`config.mk`:
```
export PLATFORM = sky130hd
export DESIGN_NAME = brainwars_main
export DESIGN_NICKNAME = d
export VERILOG_FILES = /design/src/hw/game_pkg.sv /design/src/hw/lcd_pkg.sv /design/src/hw/scan_tick.sv /design/src/hw/keypad_scan.sv /design/src/hw/debounce_one_pulse.sv /design/src/hw/flick_game.sv /design/src/hw/frame_ram_ctrl.sv /design/src/hw/lcd_ctrl.sv /design/src/hw/brainwars_main.sv
export VERILOG_INCLUDE_DIRS = /design/src /design/src/hw
export SDC_FILE = /design/constraint.sdc
export NUM_CORES = 1
export LEC_CHECK = 0
export ABC_AREA = 1
export BUFFER_PORTS_ARGS = -buffer_cell sky130_fd_sc_hd__buf_4
export CAP_MARGIN = 15
export CORE_ASPECT_RATIO = 1.4
export CORE_MARGIN = 3
export CORE_UTILIZATION = 55
export DETAILED_ROUTE_END_ITERATION = 10
export PLACE_DENSITY = 0.73
export SLEW_MARGIN = 20
export SYNTH_ARGS = -nofsm -noshare
export SYNTH_HDL_FRONTEND = slang
export SYNTH_SLANG_ARGS = --single-unit
```
`constraint.sdc`:
```
create_clock -name clk -period 3.7 [get_ports clk]
set_input_delay 0.185 -clock clk [delete_from_list [all_inputs] [get_ports clk]]
set_output_delay 0.185 -clock clk [all_outputs]
set_load 0.01 [all_outputs]
```
`src/hw/brainwars_config.svh`:
```
`ifndef BRAINWARS_CONFIG_SVH
`define BRAINWARS_CONFIG_SVH

// keypad geometry, rows and columns alike
`define KEYPAD_WIDTH 4

`define SCAN_DIV 4 // clk cycles per scan tick, small for sim
`define DEB_TICKS 3 // stable ticks before a press counts

`define LFSR_SEED 16'hACE1 // nonzero start of target sequence

`define LCD_EN_CYCLES 2 // high time of one LCD_en strobe
`define FRAME_BYTES 16 // bytes streamed per frame

`endif

```
`src/hw/game_pkg.sv`:
```
`default_nettype none

package game_pkg;

	typedef logic [3:0] key_t; // row*4 + col
	typedef logic [7:0] score_t; // saturating count
	typedef logic [15:0] lfsr_t; // target generator state

	////////////////////////////////////////////////////////////
	// frame layout
	////////////////////////////////////////////////////////////
	localparam int TARGET_KEYS = 14; // bytes 0..13 mark the target
	localparam int MISS_BYTE = 14;
	localparam int HIT_BYTE = 15;

	localparam score_t SCORE_MAX = 8'hFF; // counters stop here

endpackage

`default_nettype wire

```
`src/hw/lcd_pkg.sv`:
```
`default_nettype none

package lcd_pkg;

	// one bus word, read as instruction or as pixel byte
	typedef union packed {
		struct packed {
			logic [1:0] op; // opcode field
			logic [5:0] arg; // operand field
		} instr;
		logic [7:0] pixel; // 8 vertical pixels
	} lcd_word_u;

	////////////////////////////////////////////////////////////
	// instruction opcodes, top two bits of the word
	////////////////////////////////////////////////////////////
	localparam logic [1:0] OP_DISPLAY = 2'b00; // 0x3E/0x3F
	localparam logic [1:0] OP_COLUMN = 2'b01; // 0x40 + y
	localparam logic [1:0] OP_PAGE = 2'b10; // 0xB8 + x
	localparam logic [1:0] OP_START = 2'b11; // 0xC0 + line

	localparam logic [5:0] ARG_DISPLAY_ON = 6'h3F;
	localparam logic [5:0] ARG_PAGE_BASE = 6'h38; // page 0
	localparam logic [5:0] ARG_ZERO = 6'h00; // line 0 / column 0

endpackage

`default_nettype wire

```
`src/hw/scan_tick.sv`:
```
`timescale 1ns/1ps
`default_nettype none
`include "brainwars_config.svh"

module scan_tick #(
	parameter int DIV = `SCAN_DIV // cycles per tick, 2 or more
) (
	input  logic clk, // system clock
	input  logic rst_n, // sync reset, active low
	output logic tick // one-cycle enable
);
	localparam int CW = $clog2(DIV);

	logic [CW-1:0] cnt; // position inside the period

	always_ff @(posedge clk) begin
		if (!rst_n) begin
			cnt <= '0;
			tick <= 1'b0;
		end else begin
			tick <= (cnt == CW'(DIV - 1)); // fires once per wrap
			cnt <= (cnt == CW'(DIV - 1)) ? '0 : cnt + 1'b1;
		end
	end

endmodule

`default_nettype wire

```
`src/hw/keypad_scan.sv`:
```
`timescale 1ns/1ps
`default_nettype none
`include "brainwars_config.svh"

module keypad_scan (
	input  logic clk, // system clock
	input  logic rst_n, // sync reset, active low
	input  logic tick, // scan step enable
	input  logic [`KEYPAD_WIDTH-1:0] col_n, // columns, low = closed
	output logic [`KEYPAD_WIDTH-1:0] row_n, // row strobe, one low
	output game_pkg::key_t key, // last key seen
	output logic pressed // held while any key is down
);
	import game_pkg::*;

	localparam int W = `KEYPAD_WIDTH;
	localparam int RW = $clog2(W);

	logic [RW-1:0] row_idx; // row being strobed
	logic [RW-1:0] col_idx; // lowest closed column
	logic col_hit; // some column reads low
	logic seen; // low column met in this sweep

	assign row_n = ~(W'(1) << row_idx);

	always_comb begin
		col_hit = 1'b0;
		col_idx = '0;
		for (int c = W - 1; c >= 0; c--) begin // lowest index wins
			if (!col_n[c]) begin
				col_hit = 1'b1;
				col_idx = RW'(c);
			end
		end
	end

	////////////////////////////////////////////////////////////
	// row rotation and pressed flag
	////////////////////////////////////////////////////////////
	always_ff @(posedge clk) begin
		if (!rst_n) begin
			row_idx <= '0;
			pressed <= 1'b0;
			seen <= 1'b0;
		end else if (tick) begin
			row_idx <= row_idx + 1'b1; // sample current row, then move on
			if (col_hit)
				pressed <= 1'b1;
			if (row_idx == RW'(W - 1)) begin // sweep ends here
				seen <= 1'b0;
				if (!seen && !col_hit)
					pressed <= 1'b0; // whole sweep was quiet
			end else if (col_hit) begin
				seen <= 1'b1;
			end
		end
	end

	always_ff @(posedge clk) begin
		if (tick && col_hit)
			key <= key_t'({row_idx, col_idx}); // row*4 + col
	end

	// the columns only make sense with a single row driven
	a_one_row: assert property (@(posedge clk) disable iff (!rst_n)
		$onehot(~row_n));

endmodule

`default_nettype wire

```
`src/hw/debounce_one_pulse.sv`:
```
`timescale 1ns/1ps
`default_nettype none
`include "brainwars_config.svh"

module debounce_one_pulse #(
	parameter int DEPTH = `DEB_TICKS // ticks of stable level, 2 or more
) (
	input  logic clk, // system clock
	input  logic rst_n, // sync reset, active low
	input  logic tick, // sample enable
	input  logic pressed, // raw flag from the scanner
	output logic press_pulse // one clk per press
);
	logic [DEPTH-1:0] hist; // sampled history, newest in bit 0
	logic [DEPTH-1:0] hist_nx;
	logic fired; // pulse already given for this press

	assign hist_nx = {hist[DEPTH-2:0], pressed};

	always_ff @(posedge clk) begin
		if (!rst_n) begin
			hist <= '0;
			fired <= 1'b0;
			press_pulse <= 1'b0;
		end else begin
			press_pulse <= 1'b0;
			if (tick) begin
				hist <= hist_nx;
				if (&hist_nx && !fired) begin // stable high
					press_pulse <= 1'b1;
					fired <= 1'b1;
				end else if (~|hist_nx) begin
					fired <= 1'b0; // released long enough, rearm
				end
			end
		end
	end

	// flick_game counts once per cycle of pulse
	a_single_pulse: assert property (@(posedge clk) disable iff (!rst_n)
		press_pulse |=> !press_pulse);

endmodule

`default_nettype wire

```
`src/hw/flick_game.sv`:
```
`timescale 1ns/1ps
`default_nettype none
`include "brainwars_config.svh"

module flick_game (
	input  logic clk, // system clock
	input  logic rst_n, // sync reset, active low
	input  logic game_en, // presses count only when high
	input  logic press_pulse, // debounced press
	input  game_pkg::key_t key, // key of that press
	output logic [127:0] frame // screen content, byte k at [8k+:8]
);
	import game_pkg::*;

	lfsr_t lfsr; // target sequence
	logic lfsr_fb;
	key_t target; // key to hit
	score_t hit_cnt;
	score_t miss_cnt;

	assign lfsr_fb = lfsr[15] ^ lfsr[13] ^ lfsr[12] ^ lfsr[10]; // taps 16,14,13,11
	assign target = key_t'(lfsr[3:0] % TARGET_KEYS);

	////////////////////////////////////////////////////////////
	// scoring
	////////////////////////////////////////////////////////////
	always_ff @(posedge clk) begin
		if (!rst_n) begin
			lfsr <= `LFSR_SEED;
			hit_cnt <= '0;
			miss_cnt <= '0;
		end else if (press_pulse && game_en) begin
			if (key == target) begin
				lfsr <= {lfsr[14:0], lfsr_fb}; // new target on a hit
				if (hit_cnt != SCORE_MAX)
					hit_cnt <= hit_cnt + 1'b1;
			end else if (miss_cnt != SCORE_MAX) begin
				miss_cnt <= miss_cnt + 1'b1;
			end
		end
	end

	// frame: target bar, then miss and hit bytes
	always_comb begin
		frame = '0;
		for (int k = 0; k < TARGET_KEYS; k++) begin
			frame[8*k +: 8] = (target == key_t'(k)) ? 8'hFF : 8'h00;
		end
		frame[8*MISS_BYTE +: 8] = miss_cnt;
		frame[8*HIT_BYTE +: 8] = hit_cnt;
	end

endmodule

`default_nettype wire

```
`src/hw/frame_ram_ctrl.sv`:
```
`timescale 1ns/1ps
`default_nettype none
`include "brainwars_config.svh"

module frame_ram_ctrl (
	input  logic clk, // system clock
	input  logic rst_n, // sync reset, active low
	input  logic en_tran, // byte taken by the LCD side
	input  logic [127:0] frame, // live game frame
	output lcd_pkg::lcd_word_u data_byte, // byte on offer
	output logic data_valid // data_byte may be taken
);
	localparam int IW = $clog2(`FRAME_BYTES);

	logic [IW-1:0] idx; // byte on offer
	logic [127:0] snap; // frozen copy of frame

	always_ff @(posedge clk) begin
		if (!rst_n) begin
			idx <= '0;
			data_valid <= 1'b0;
		end else if (en_tran) begin
			data_valid <= 1'b0; // one idle cycle per byte
			idx <= idx + 1'b1; // wraps after byte 15
		end else if (!data_valid) begin
			data_valid <= 1'b1;
		end
	end

	// new copy right before byte 0 goes out
	always_ff @(posedge clk) begin
		if (!data_valid && idx == '0)
			snap <= frame;
	end

	always_comb begin
		data_byte.pixel = snap[{idx, 3'b000} +: 8];
	end

	// lcd_ctrl may latch the byte any time before en_tran
	a_hold_offer: assert property (@(posedge clk) disable iff (!rst_n)
		data_valid && !en_tran |=> data_valid && $stable(data_byte));

endmodule

`default_nettype wire

```
`src/hw/lcd_ctrl.sv`:
```
`timescale 1ns/1ps
`default_nettype none
`include "brainwars_config.svh"

module lcd_ctrl (
	input  logic clk, // system clock
	input  logic rst_n, // sync reset, active low
	input  logic data_valid, // streamer has a byte
	input  lcd_pkg::lcd_word_u data_byte, // byte from the streamer
	output logic LCD_rst, // panel reset, low = in reset
	output logic LCD_rw, // always write
	output logic LCD_di, // 0 instruction, 1 data
	output logic LCD_en, // write strobe
	output logic en_tran, // byte consumed this cycle
	output logic [1:0] LCD_cs, // half select
	output logic [7:0] LCD_data // bus word
);
	import lcd_pkg::*;

	// load states run in order, each one hands over to the next
	localparam logic [2:0] S_HOLD = 3'd0;
	localparam logic [2:0] S_INIT_ON = 3'd1;
	localparam logic [2:0] S_INIT_LINE = 3'd2;
	localparam logic [2:0] S_PAGE = 3'd3;
	localparam logic [2:0] S_COL = 3'd4;
	localparam logic [2:0] S_DATA = 3'd5;
	localparam logic [2:0] S_STROBE = 3'd6;

	localparam int RST_HOLD = 8; // cycles of LCD_rst low
	localparam int HW = $clog2(RST_HOLD);
	localparam int STB_LEN = 2 * `LCD_EN_CYCLES; // high then low time
	localparam int SW = $clog2(STB_LEN);
	localparam int BW = $clog2(`FRAME_BYTES);

	logic [2:0] state;
	logic [2:0] ret_state; // where the strobe returns to
	logic [HW-1:0] hold_cnt;
	logic [SW-1:0] stb_cnt;
	logic [BW-1:0] byte_cnt; // data writes in this frame

	function automatic lcd_word_u make_instr(input logic [1:0] op, input logic [5:0] arg);
		lcd_word_u w;
		w.instr.op = op;
		w.instr.arg = arg;
		return w;
	endfunction

	assign LCD_rw = 1'b0;
	assign LCD_cs = 2'b01; // left half
	assign en_tran = (state == S_DATA) && data_valid;

	////////////////////////////////////////////////////////////
	// sequencer
	////////////////////////////////////////////////////////////
	always_ff @(posedge clk) begin
		if (!rst_n) begin
			state <= S_HOLD;
			ret_state <= S_HOLD;
			hold_cnt <= '0;
			stb_cnt <= '0;
			byte_cnt <= '0;
			LCD_rst <= 1'b0;
			LCD_en <= 1'b0;
			LCD_di <= 1'b0;
		end else begin
			case (state)
				S_HOLD: begin
					hold_cnt <= hold_cnt + 1'b1;
					if (hold_cnt == HW'(RST_HOLD - 1)) begin
						LCD_rst <= 1'b1; // release panel
						state <= S_INIT_ON;
					end
				end
				S_INIT_ON, S_INIT_LINE, S_PAGE, S_COL: begin
					LCD_di <= 1'b0; // instruction write
					ret_state <= state + 3'd1; // next in the chain
					byte_cnt <= '0;
					stb_cnt <= '0;
					state <= S_STROBE;
				end
				S_DATA: begin
					if (data_valid) begin
						LCD_di <= 1'b1;
						byte_cnt <= byte_cnt + 1'b1;
						ret_state <= (byte_cnt == BW'(`FRAME_BYTES - 1)) ? S_PAGE : S_DATA;
						stb_cnt <= '0;
						state <= S_STROBE;
					end
				end
				S_STROBE: begin
					LCD_en <= (stb_cnt < SW'(`LCD_EN_CYCLES)); // high first half
					stb_cnt <= stb_cnt + 1'b1;
					if (stb_cnt == SW'(STB_LEN - 1))
						state <= ret_state;
				end
				default: state <= S_HOLD;
			endcase
		end
	end

	// bus word, set one cycle before the strobe rises
	always_ff @(posedge clk) begin
		case (state)
			S_INIT_ON: LCD_data <= make_instr(OP_DISPLAY, ARG_DISPLAY_ON);
			S_INIT_LINE: LCD_data <= make_instr(OP_START, ARG_ZERO);
			S_PAGE: LCD_data <= make_instr(OP_PAGE, ARG_PAGE_BASE);
			S_COL: LCD_data <= make_instr(OP_COLUMN, ARG_ZERO);
			S_DATA: if (data_valid) LCD_data <= data_byte.pixel;
			default: ;
		endcase
	end

	// no write may reach a panel still in reset
	a_quiet_in_reset: assert property (@(posedge clk) disable iff (!rst_n)
		!LCD_rst |-> !LCD_en);

endmodule

`default_nettype wire

```
`src/hw/brainwars_main.sv`:
```
`timescale 1ns/1ps
`default_nettype none
`include "brainwars_config.svh"

module brainwars_main (
	input  logic clk, // system clock
	input  logic rst_n, // sync reset, active low
	input  logic game_en, // game enable
	input  logic [`KEYPAD_WIDTH-1:0] col_n, // keypad columns
	output logic [`KEYPAD_WIDTH-1:0] row_n, // keypad row strobe
	output logic LCD_rst, // LCD reset
	output logic [1:0] LCD_cs, // LCD half select
	output logic LCD_rw, // LCD read/write
	output logic LCD_di, // LCD data/instruction
	output logic [7:0] LCD_data, // LCD bus
	output logic LCD_en // LCD enable
);
	import game_pkg::*;
	import lcd_pkg::*;

	logic tick; // scan and debounce enable
	key_t key;
	logic pressed;
	logic press_pulse;
	logic [127:0] frame;
	lcd_word_u data_byte;
	logic data_valid;
	logic en_tran;

	////////////////////////////////////////////////////////////
	// keypad path
	////////////////////////////////////////////////////////////
	scan_tick scan_tick_i (
		.clk(clk), .rst_n(rst_n), .tick(tick)
	);

	keypad_scan keypad_scan_i (
		.clk(clk), .rst_n(rst_n), .tick(tick), .col_n(col_n),
		.row_n(row_n), .key(key), .pressed(pressed)
	);

	debounce_one_pulse debounce_one_pulse_i (
		.clk(clk), .rst_n(rst_n), .tick(tick), .pressed(pressed),
		.press_pulse(press_pulse)
	);

	flick_game flick_game_i (
		.clk(clk), .rst_n(rst_n), .game_en(game_en), .press_pulse(press_pulse),
		.key(key), .frame(frame)
	);

	////////////////////////////////////////////////////////////
	// LCD path
	////////////////////////////////////////////////////////////
	frame_ram_ctrl frame_ram_ctrl_i (
		.clk(clk), .rst_n(rst_n), .en_tran(en_tran), .frame(frame),
		.data_byte(data_byte), .data_valid(data_valid)
	);

	lcd_ctrl lcd_ctrl_i (
		.clk(clk), .rst_n(rst_n), .data_valid(data_valid), .data_byte(data_byte),
		.LCD_rst(LCD_rst), .LCD_rw(LCD_rw), .LCD_di(LCD_di), .LCD_en(LCD_en),
		.en_tran(en_tran), .LCD_cs(LCD_cs), .LCD_data(LCD_data)
	);

endmodule

`default_nettype wire

```
### Word level (Yosys, flattened, before mapping)

Cells that the tools add are included.

* memory bits (read-only): 0
* memories kept: 0
* RAM bits: 0
* register bits after elaboration: 206
* bits in latches: 0
* bits of input ports: 7

* shifts and indexed selects: 2
* div/mod/pow operators: 1
* muxes and demuxes: 45
* eq/ne operators: 31
* magnitude comparators: 1
* multipliers: 0
* add/sub/neg operators: 9
* reduce and logical (&&, ||, !) cells: 33
* bitwise logic cells: 6

Operators with widths (number)
* 128-bit by 8-bit variable part select with 8-bit output: 1
* 8-bit 2-to-1 mux: 15
* 8-bit case mux with 5 select lines: 1
* 4-bit by 4-bit remainder unit with 32-bit output (second input constant): 1
* 4-bit equality test (second input constant): 7
* 2-bit AND reduction: 9
* 8-bit by 1-bit adder with 8-bit output (second input constant): 2
* 4-bit by 3-bit equality test with 1-bit output (second input constant): 4
* 8-bit inequality test (second input constant): 2
* 1-bit 2-to-1 mux: 15
* 3-bit 2-to-1 mux: 5
* 3-bit equality test (second input constant): 4
* 3-bit case mux with 4 select lines: 1
* 3-bit AND reduction: 4
* 4-bit by 1-bit adder with 4-bit output (second input constant): 2
* 4-bit by 2-bit equality test with 1-bit output (second input constant): 2
* 4-bit logical NOT: 2
* 4-bit case mux with 2 select lines: 1
* 2-bit by 1-bit adder with 2-bit output (second input constant): 3
* 3-bit by 1-bit adder with 3-bit output (second input constant): 2
* 2-bit equality test (second input constant): 3
* 3-bit by 2-bit equality test with 1-bit output (second input constant): 2
* 1-bit logical AND: 6
* 2-bit 2-to-1 mux: 3
* 22 further kinds: 31

### Longest topological paths before layout

* depth in word-level cells: 8
* mapped depth: 11
* mapped depth without buffers: 11

### By module

Synthesis repeated with hierarchy kept, for this count alone.

* cells, all modules: 1164
* area, all modules: 10252.3 um^2

By module, submodules not included
* frame_ram_ctrl: cells each 573, times used 1, area each 5763.0 um^2, sequential area each 3943.8 um^2
* flick_game: cells each 349, times used 1, area each 2472.4 um^2, sequential area each 640.6 um^2
* lcd_ctrl: cells each 170, times used 1, area each 1393.8 um^2, sequential area each 600.6 um^2
* keypad_scan: cells each 38, times used 1, area each 367.9 um^2, sequential area each 200.2 um^2
* debounce_one_pulse: cells each 23, times used 1, area each 156.4 um^2, sequential area each 80.1 um^2
* scan_tick: cells each 11, times used 1, area each 98.8 um^2, sequential area each 60.1 um^2

### Worst setup path before layout

Ideal clock, no wire load.

* path kind: register to register
* start point: register frame_ram_ctrl_i.idx[0]
* end point: register frame_ram_ctrl_i.snap[103], enable pin
* data arrival time: 2.207 ns
* path slack: 1.076 ns
* required time: 3.283 ns
* setup time: 0.417 ns
* buffers on the path: 2
* period minus slack after synthesis: 2.624 ns
* stages on the path, launching flop included: 7
* cells stage by stage: dfxtp_1 -> clkbuf_2 -> inv_2 -> buf_4 -> ha_1 -> nand3_1 -> nor2_1

* longest elaborated chain between the ends: 2

RTL lines
* from (decl): RTL line frame_ram_ctrl.sv:15 `logic [IW-1:0] idx;`
* from (signal assigned): RTL line frame_ram_ctrl.sv:24 `idx <= idx + 1'b1;`
* 4-bit logical NOT: RTL line frame_ram_ctrl.sv:32 `if (!data_valid && idx == '0)`
* 1-bit logical AND: RTL line frame_ram_ctrl.sv:32
* to (signal assigned): RTL line frame_ram_ctrl.sv:33 `snap <= frame;`
* to (decl): RTL line frame_ram_ctrl.sv:16 `logic [127:0] snap;`

Every way passes these cells.
A chain may end at the register's enable or synchronous reset.

### Worst setup path after layout

* start point: register lcd_ctrl_i.state[1]
* end point: register lcd_ctrl_i.ret_state[1]

* longest elaborated chain between the ends: 4
* elaborated cells between the ends (all ways): 11
* those cells by class: add/sub (1); eq/ne (6); mux (1); reduce/logical (3)

RTL lines
* from (decl): RTL line lcd_ctrl.sv:35 `logic [2:0] state;`
* from (signal assigned): RTL line lcd_ctrl.sv:94 `state <= ret_state;`
* 3-bit by 1-bit equality test with 1-bit output (tied with other cells): RTL line lcd_ctrl.sv:66 `case (state)`
* 4-bit OR reduction: RTL line lcd_ctrl.sv:66
* 2-bit nonzero test (no line)
* 2-bit AND reduction (no line)
* to (signal assigned): RTL line lcd_ctrl.sv:76 `ret_state <= state + 3'd1;`
* to (signal assigned): RTL line lcd_ctrl.sv:85 `` ret_state <= (byte_cnt == BW'(`FRAME_BYTES - 1)) ? S_PAGE : S_DATA; ``
* to (decl): RTL line lcd_ctrl.sv:36 `logic [2:0] ret_state;`

Parallel ways exist; a longest one is shown, timed or not.

==> metrics <==
outcome finished clean; Max Fclk 460 MHz; Die Span Y 118 um; largest net degree at the start of global routing 36; clk_lat worst skew 0.35 ns; Final nets 618; Setup violations, final 0; Hold Path Class in -> reg; Worst setup SP type register; fraction of registers with async set/reset 0%; DIE WIDTH 85.8 um; CP max FO 13; Hold Crit Start col_n[3]; Detailed Routing Iterations Pass 1 4; total number of vias 3,686; fin. max-slew vios 0; PwrDens 538 nW/um2; number of synthesized register bits 108; Comb pwr share 18.8%; Synth area leaders dfxtp_1 27%, edfxtp_1 26%, nand2_1 12%; Non-Filler Instances 702; drt drc 0; ys flop type dfxtp_1; reg2reg start lcd_ctrl_i.state[1]; Post-CTS Setup Bufs 0; CP startpoint lcd_ctrl_i.state[1]; layout cells sized above 1 8.38%; Starting Density 56.9%; clock tree sinks 108; core area 8610 um2; Diodes inserted 0; Post-CTS Resized 0; required time of the critical path 3.96 ns; switching power 0.000832 W; Sequential Power Share 51.2%; Std-Cell Rows 40; worst-margin pin slew 0.986 ns; P&R area growth vs syn 9.50%; setup slack after layout 1.53 ns; IO buf count 21; first-pass GRT wire length 16.1 mm; Max Cap Viol 0; most frequent cells in the layout 162 x nand2_1, 66 x dfxtp_1, 51 x nor2_1; setup total negative slack 0 ns; YS warnings 0; # fillers 746; EDFF count, synth 42; total track usage 19.9%; fin crit period 2.17 ns; Cell variety after synth 39; IO Pins 25; Overflow after GRT 0; Worst EP arrival 2.43 ns; dpl cells 686; sequential cell area fraction in the yosys report 52.7%; WL/cell 12.6 um; final worst path period share 58.8%; headroom to the max-slew limit 33.9%; Die Area 10,100 um2; CP Class reg -> reg; initial antenna violation count 0; cell area after layout 5370 um2; placed cell area 5100 um2; Yosys top cell by area dfxtp_1; H-tree depth 3; Placer Congestion 0.915; Max clock buf depth 2; Post-Place Worst Slack 1.55 ns; CTS Buf Count 9; Mean Syn Cell Area 8.49 um2; final hold viol count 0; VDD IR-drop max 0.363 mV; Routed WL 8.87 mm; Root Driver clkbuf_16; Core Util, Final 62.3%; internal power 0.00205 W; CTS tree done; number of global-route vias before repair 3,665; Detail Placement HPWL 6.45 mm; Clock power frac 30.0%; crit path capture type register; Worst-path clk slew 0.07 ns; share of Yosys cell area claimed by the top area cell type 27.0%; sw frac 28.8%; synthesized cell area 4900 um2; DR vias/cell 5.25; Setup Skew 0.00898 ns; Gate Count Post-Synth 577; DRT iter0 DRCs 184; CTS Hold Bufs 0; unrepaired setup endpoints after global routing no; Leak 2.25 nW; commonest non-fill, non-tap cell in the layout nand2_1; DRT antenna net count 0
-- layout make-up --
class	count	area, um2	share of cell area [%]
well taps	105	131	2.45
multi-input cells	399	2020	37.7
flip-flops and latches	108	2580	48.1
clock inverters	7	42.5	0.793
repair buffers	22	165	3.08
inverters	52	195	3.64
clock buffers	9	225	4.20
-- power by group through the flow --
stage	sequential [W]	combinational [W]	clock [W]
floorplan	0.00151	0.000352	0
global placement	0.00150	0.000522	0
detailed placement	0.00151	0.000543	0
CTS	0.00148	0.000546	0.000887
global route	0.00149	0.000625	0.000940
finish	0.00148	0.000542	0.000865
-- registers in the layout, summed over array words and instances (netlist names), 3 cells and up --
| name | flops |
|---|---|
| flick_game_i.lfsr | 16 |
| flick_game_i.miss_cnt | 8 |
| keypad_scan_i.key | 4 |
| lcd_ctrl_i.byte_cnt | 4 |
| lcd_ctrl_i.state | 3 |
| frame_ram_ctrl_i.snap | 30 |
| frame_ram_ctrl_i.idx | 4 |
| lcd_ctrl_i.LCD_data | 8 |
| lcd_ctrl_i.ret_state | 3 |
| lcd_ctrl_i.hold_cnt | 3 |
| flick_game_i.hit_cnt | 8 |
-- final timing paths --
path	end	slack, ns	cells past startpoint
setup / recovery	lcd_ctrl_i.ret_state[1]	1.53	9
hold reg to reg	debounce_one_pulse_i.press_pulse	0.44	1
hold / removal	keypad_scan_i.key[1]	0.14	2
setup reg to reg	lcd_ctrl_i.ret_state[1]	1.53	9
-- synth_stat cells, types with 8 or more instances --
cell / n
xor2_1: 9
edfxtp_1: 42
ha_1: 19
a21oi_1: 46
o21ai_0: 34
nor3_1: 8
clkbuf_1: 10
inv_1: 49
nand2_1: 162
nor2_1: 52
nand3_1: 22
o21ai_1: 8
dfxtp_1: 66
-- metrics by stage --
step / hold slack [ns] / total power (W)
after floorplan: 0.323 / 0.00186
after global placement: 0.417 / 0.00202
after detailed placement: 0.424 / 0.00205
after CTS: 0.124 / 0.00291
after global routing: 0.132 / 0.00306
final: 0.136 / 0.00288
-- metal layers --
| layer | part of all wire [%] | wire [um] | GRT usage [%] | vias to the layer above |
|---|---|---|---|---|
| met3 | 2.9 | 255 | 3.85 | 22 |
| met5 | 0 | 0 | 0 | - |
| met4 | 3.5 | 306 | 11.9 | 0 |
| met2 | 53 | 4690 | 34.1 | 53 |
| li1 | - | - | - | 1919 |
| met1 | 41 | 3620 | 22.5 | 1692 |
-- critical path, cell delays in order, from the launching register on --
cell      delay, ns
dfxtp_1        0.39
inv_1          0.08
ha_1           0.20
nand2_1        0.17
inv_1          0.19
nand2_1        0.15
nand2_1        0.18
inv_1          0.40
o211ai_1       0.18
a21oi_1        0.15
-- cells by family after synthesis --
logic type | count (synthesis) | synth area share [%]
AOI/OAI and AO/OA | 106 | 11.8
xor gates and xnor gates | 16 | 2.86
adders and majority gates | 19 | 4.85
buffers and inverters | 71 | 6.13
DFF | 108 | 52.7
other | 2 | 0.153
and+or+nand+nor | 255 | 21.5
Note: power is estimated with default switching activity, not from simulation.
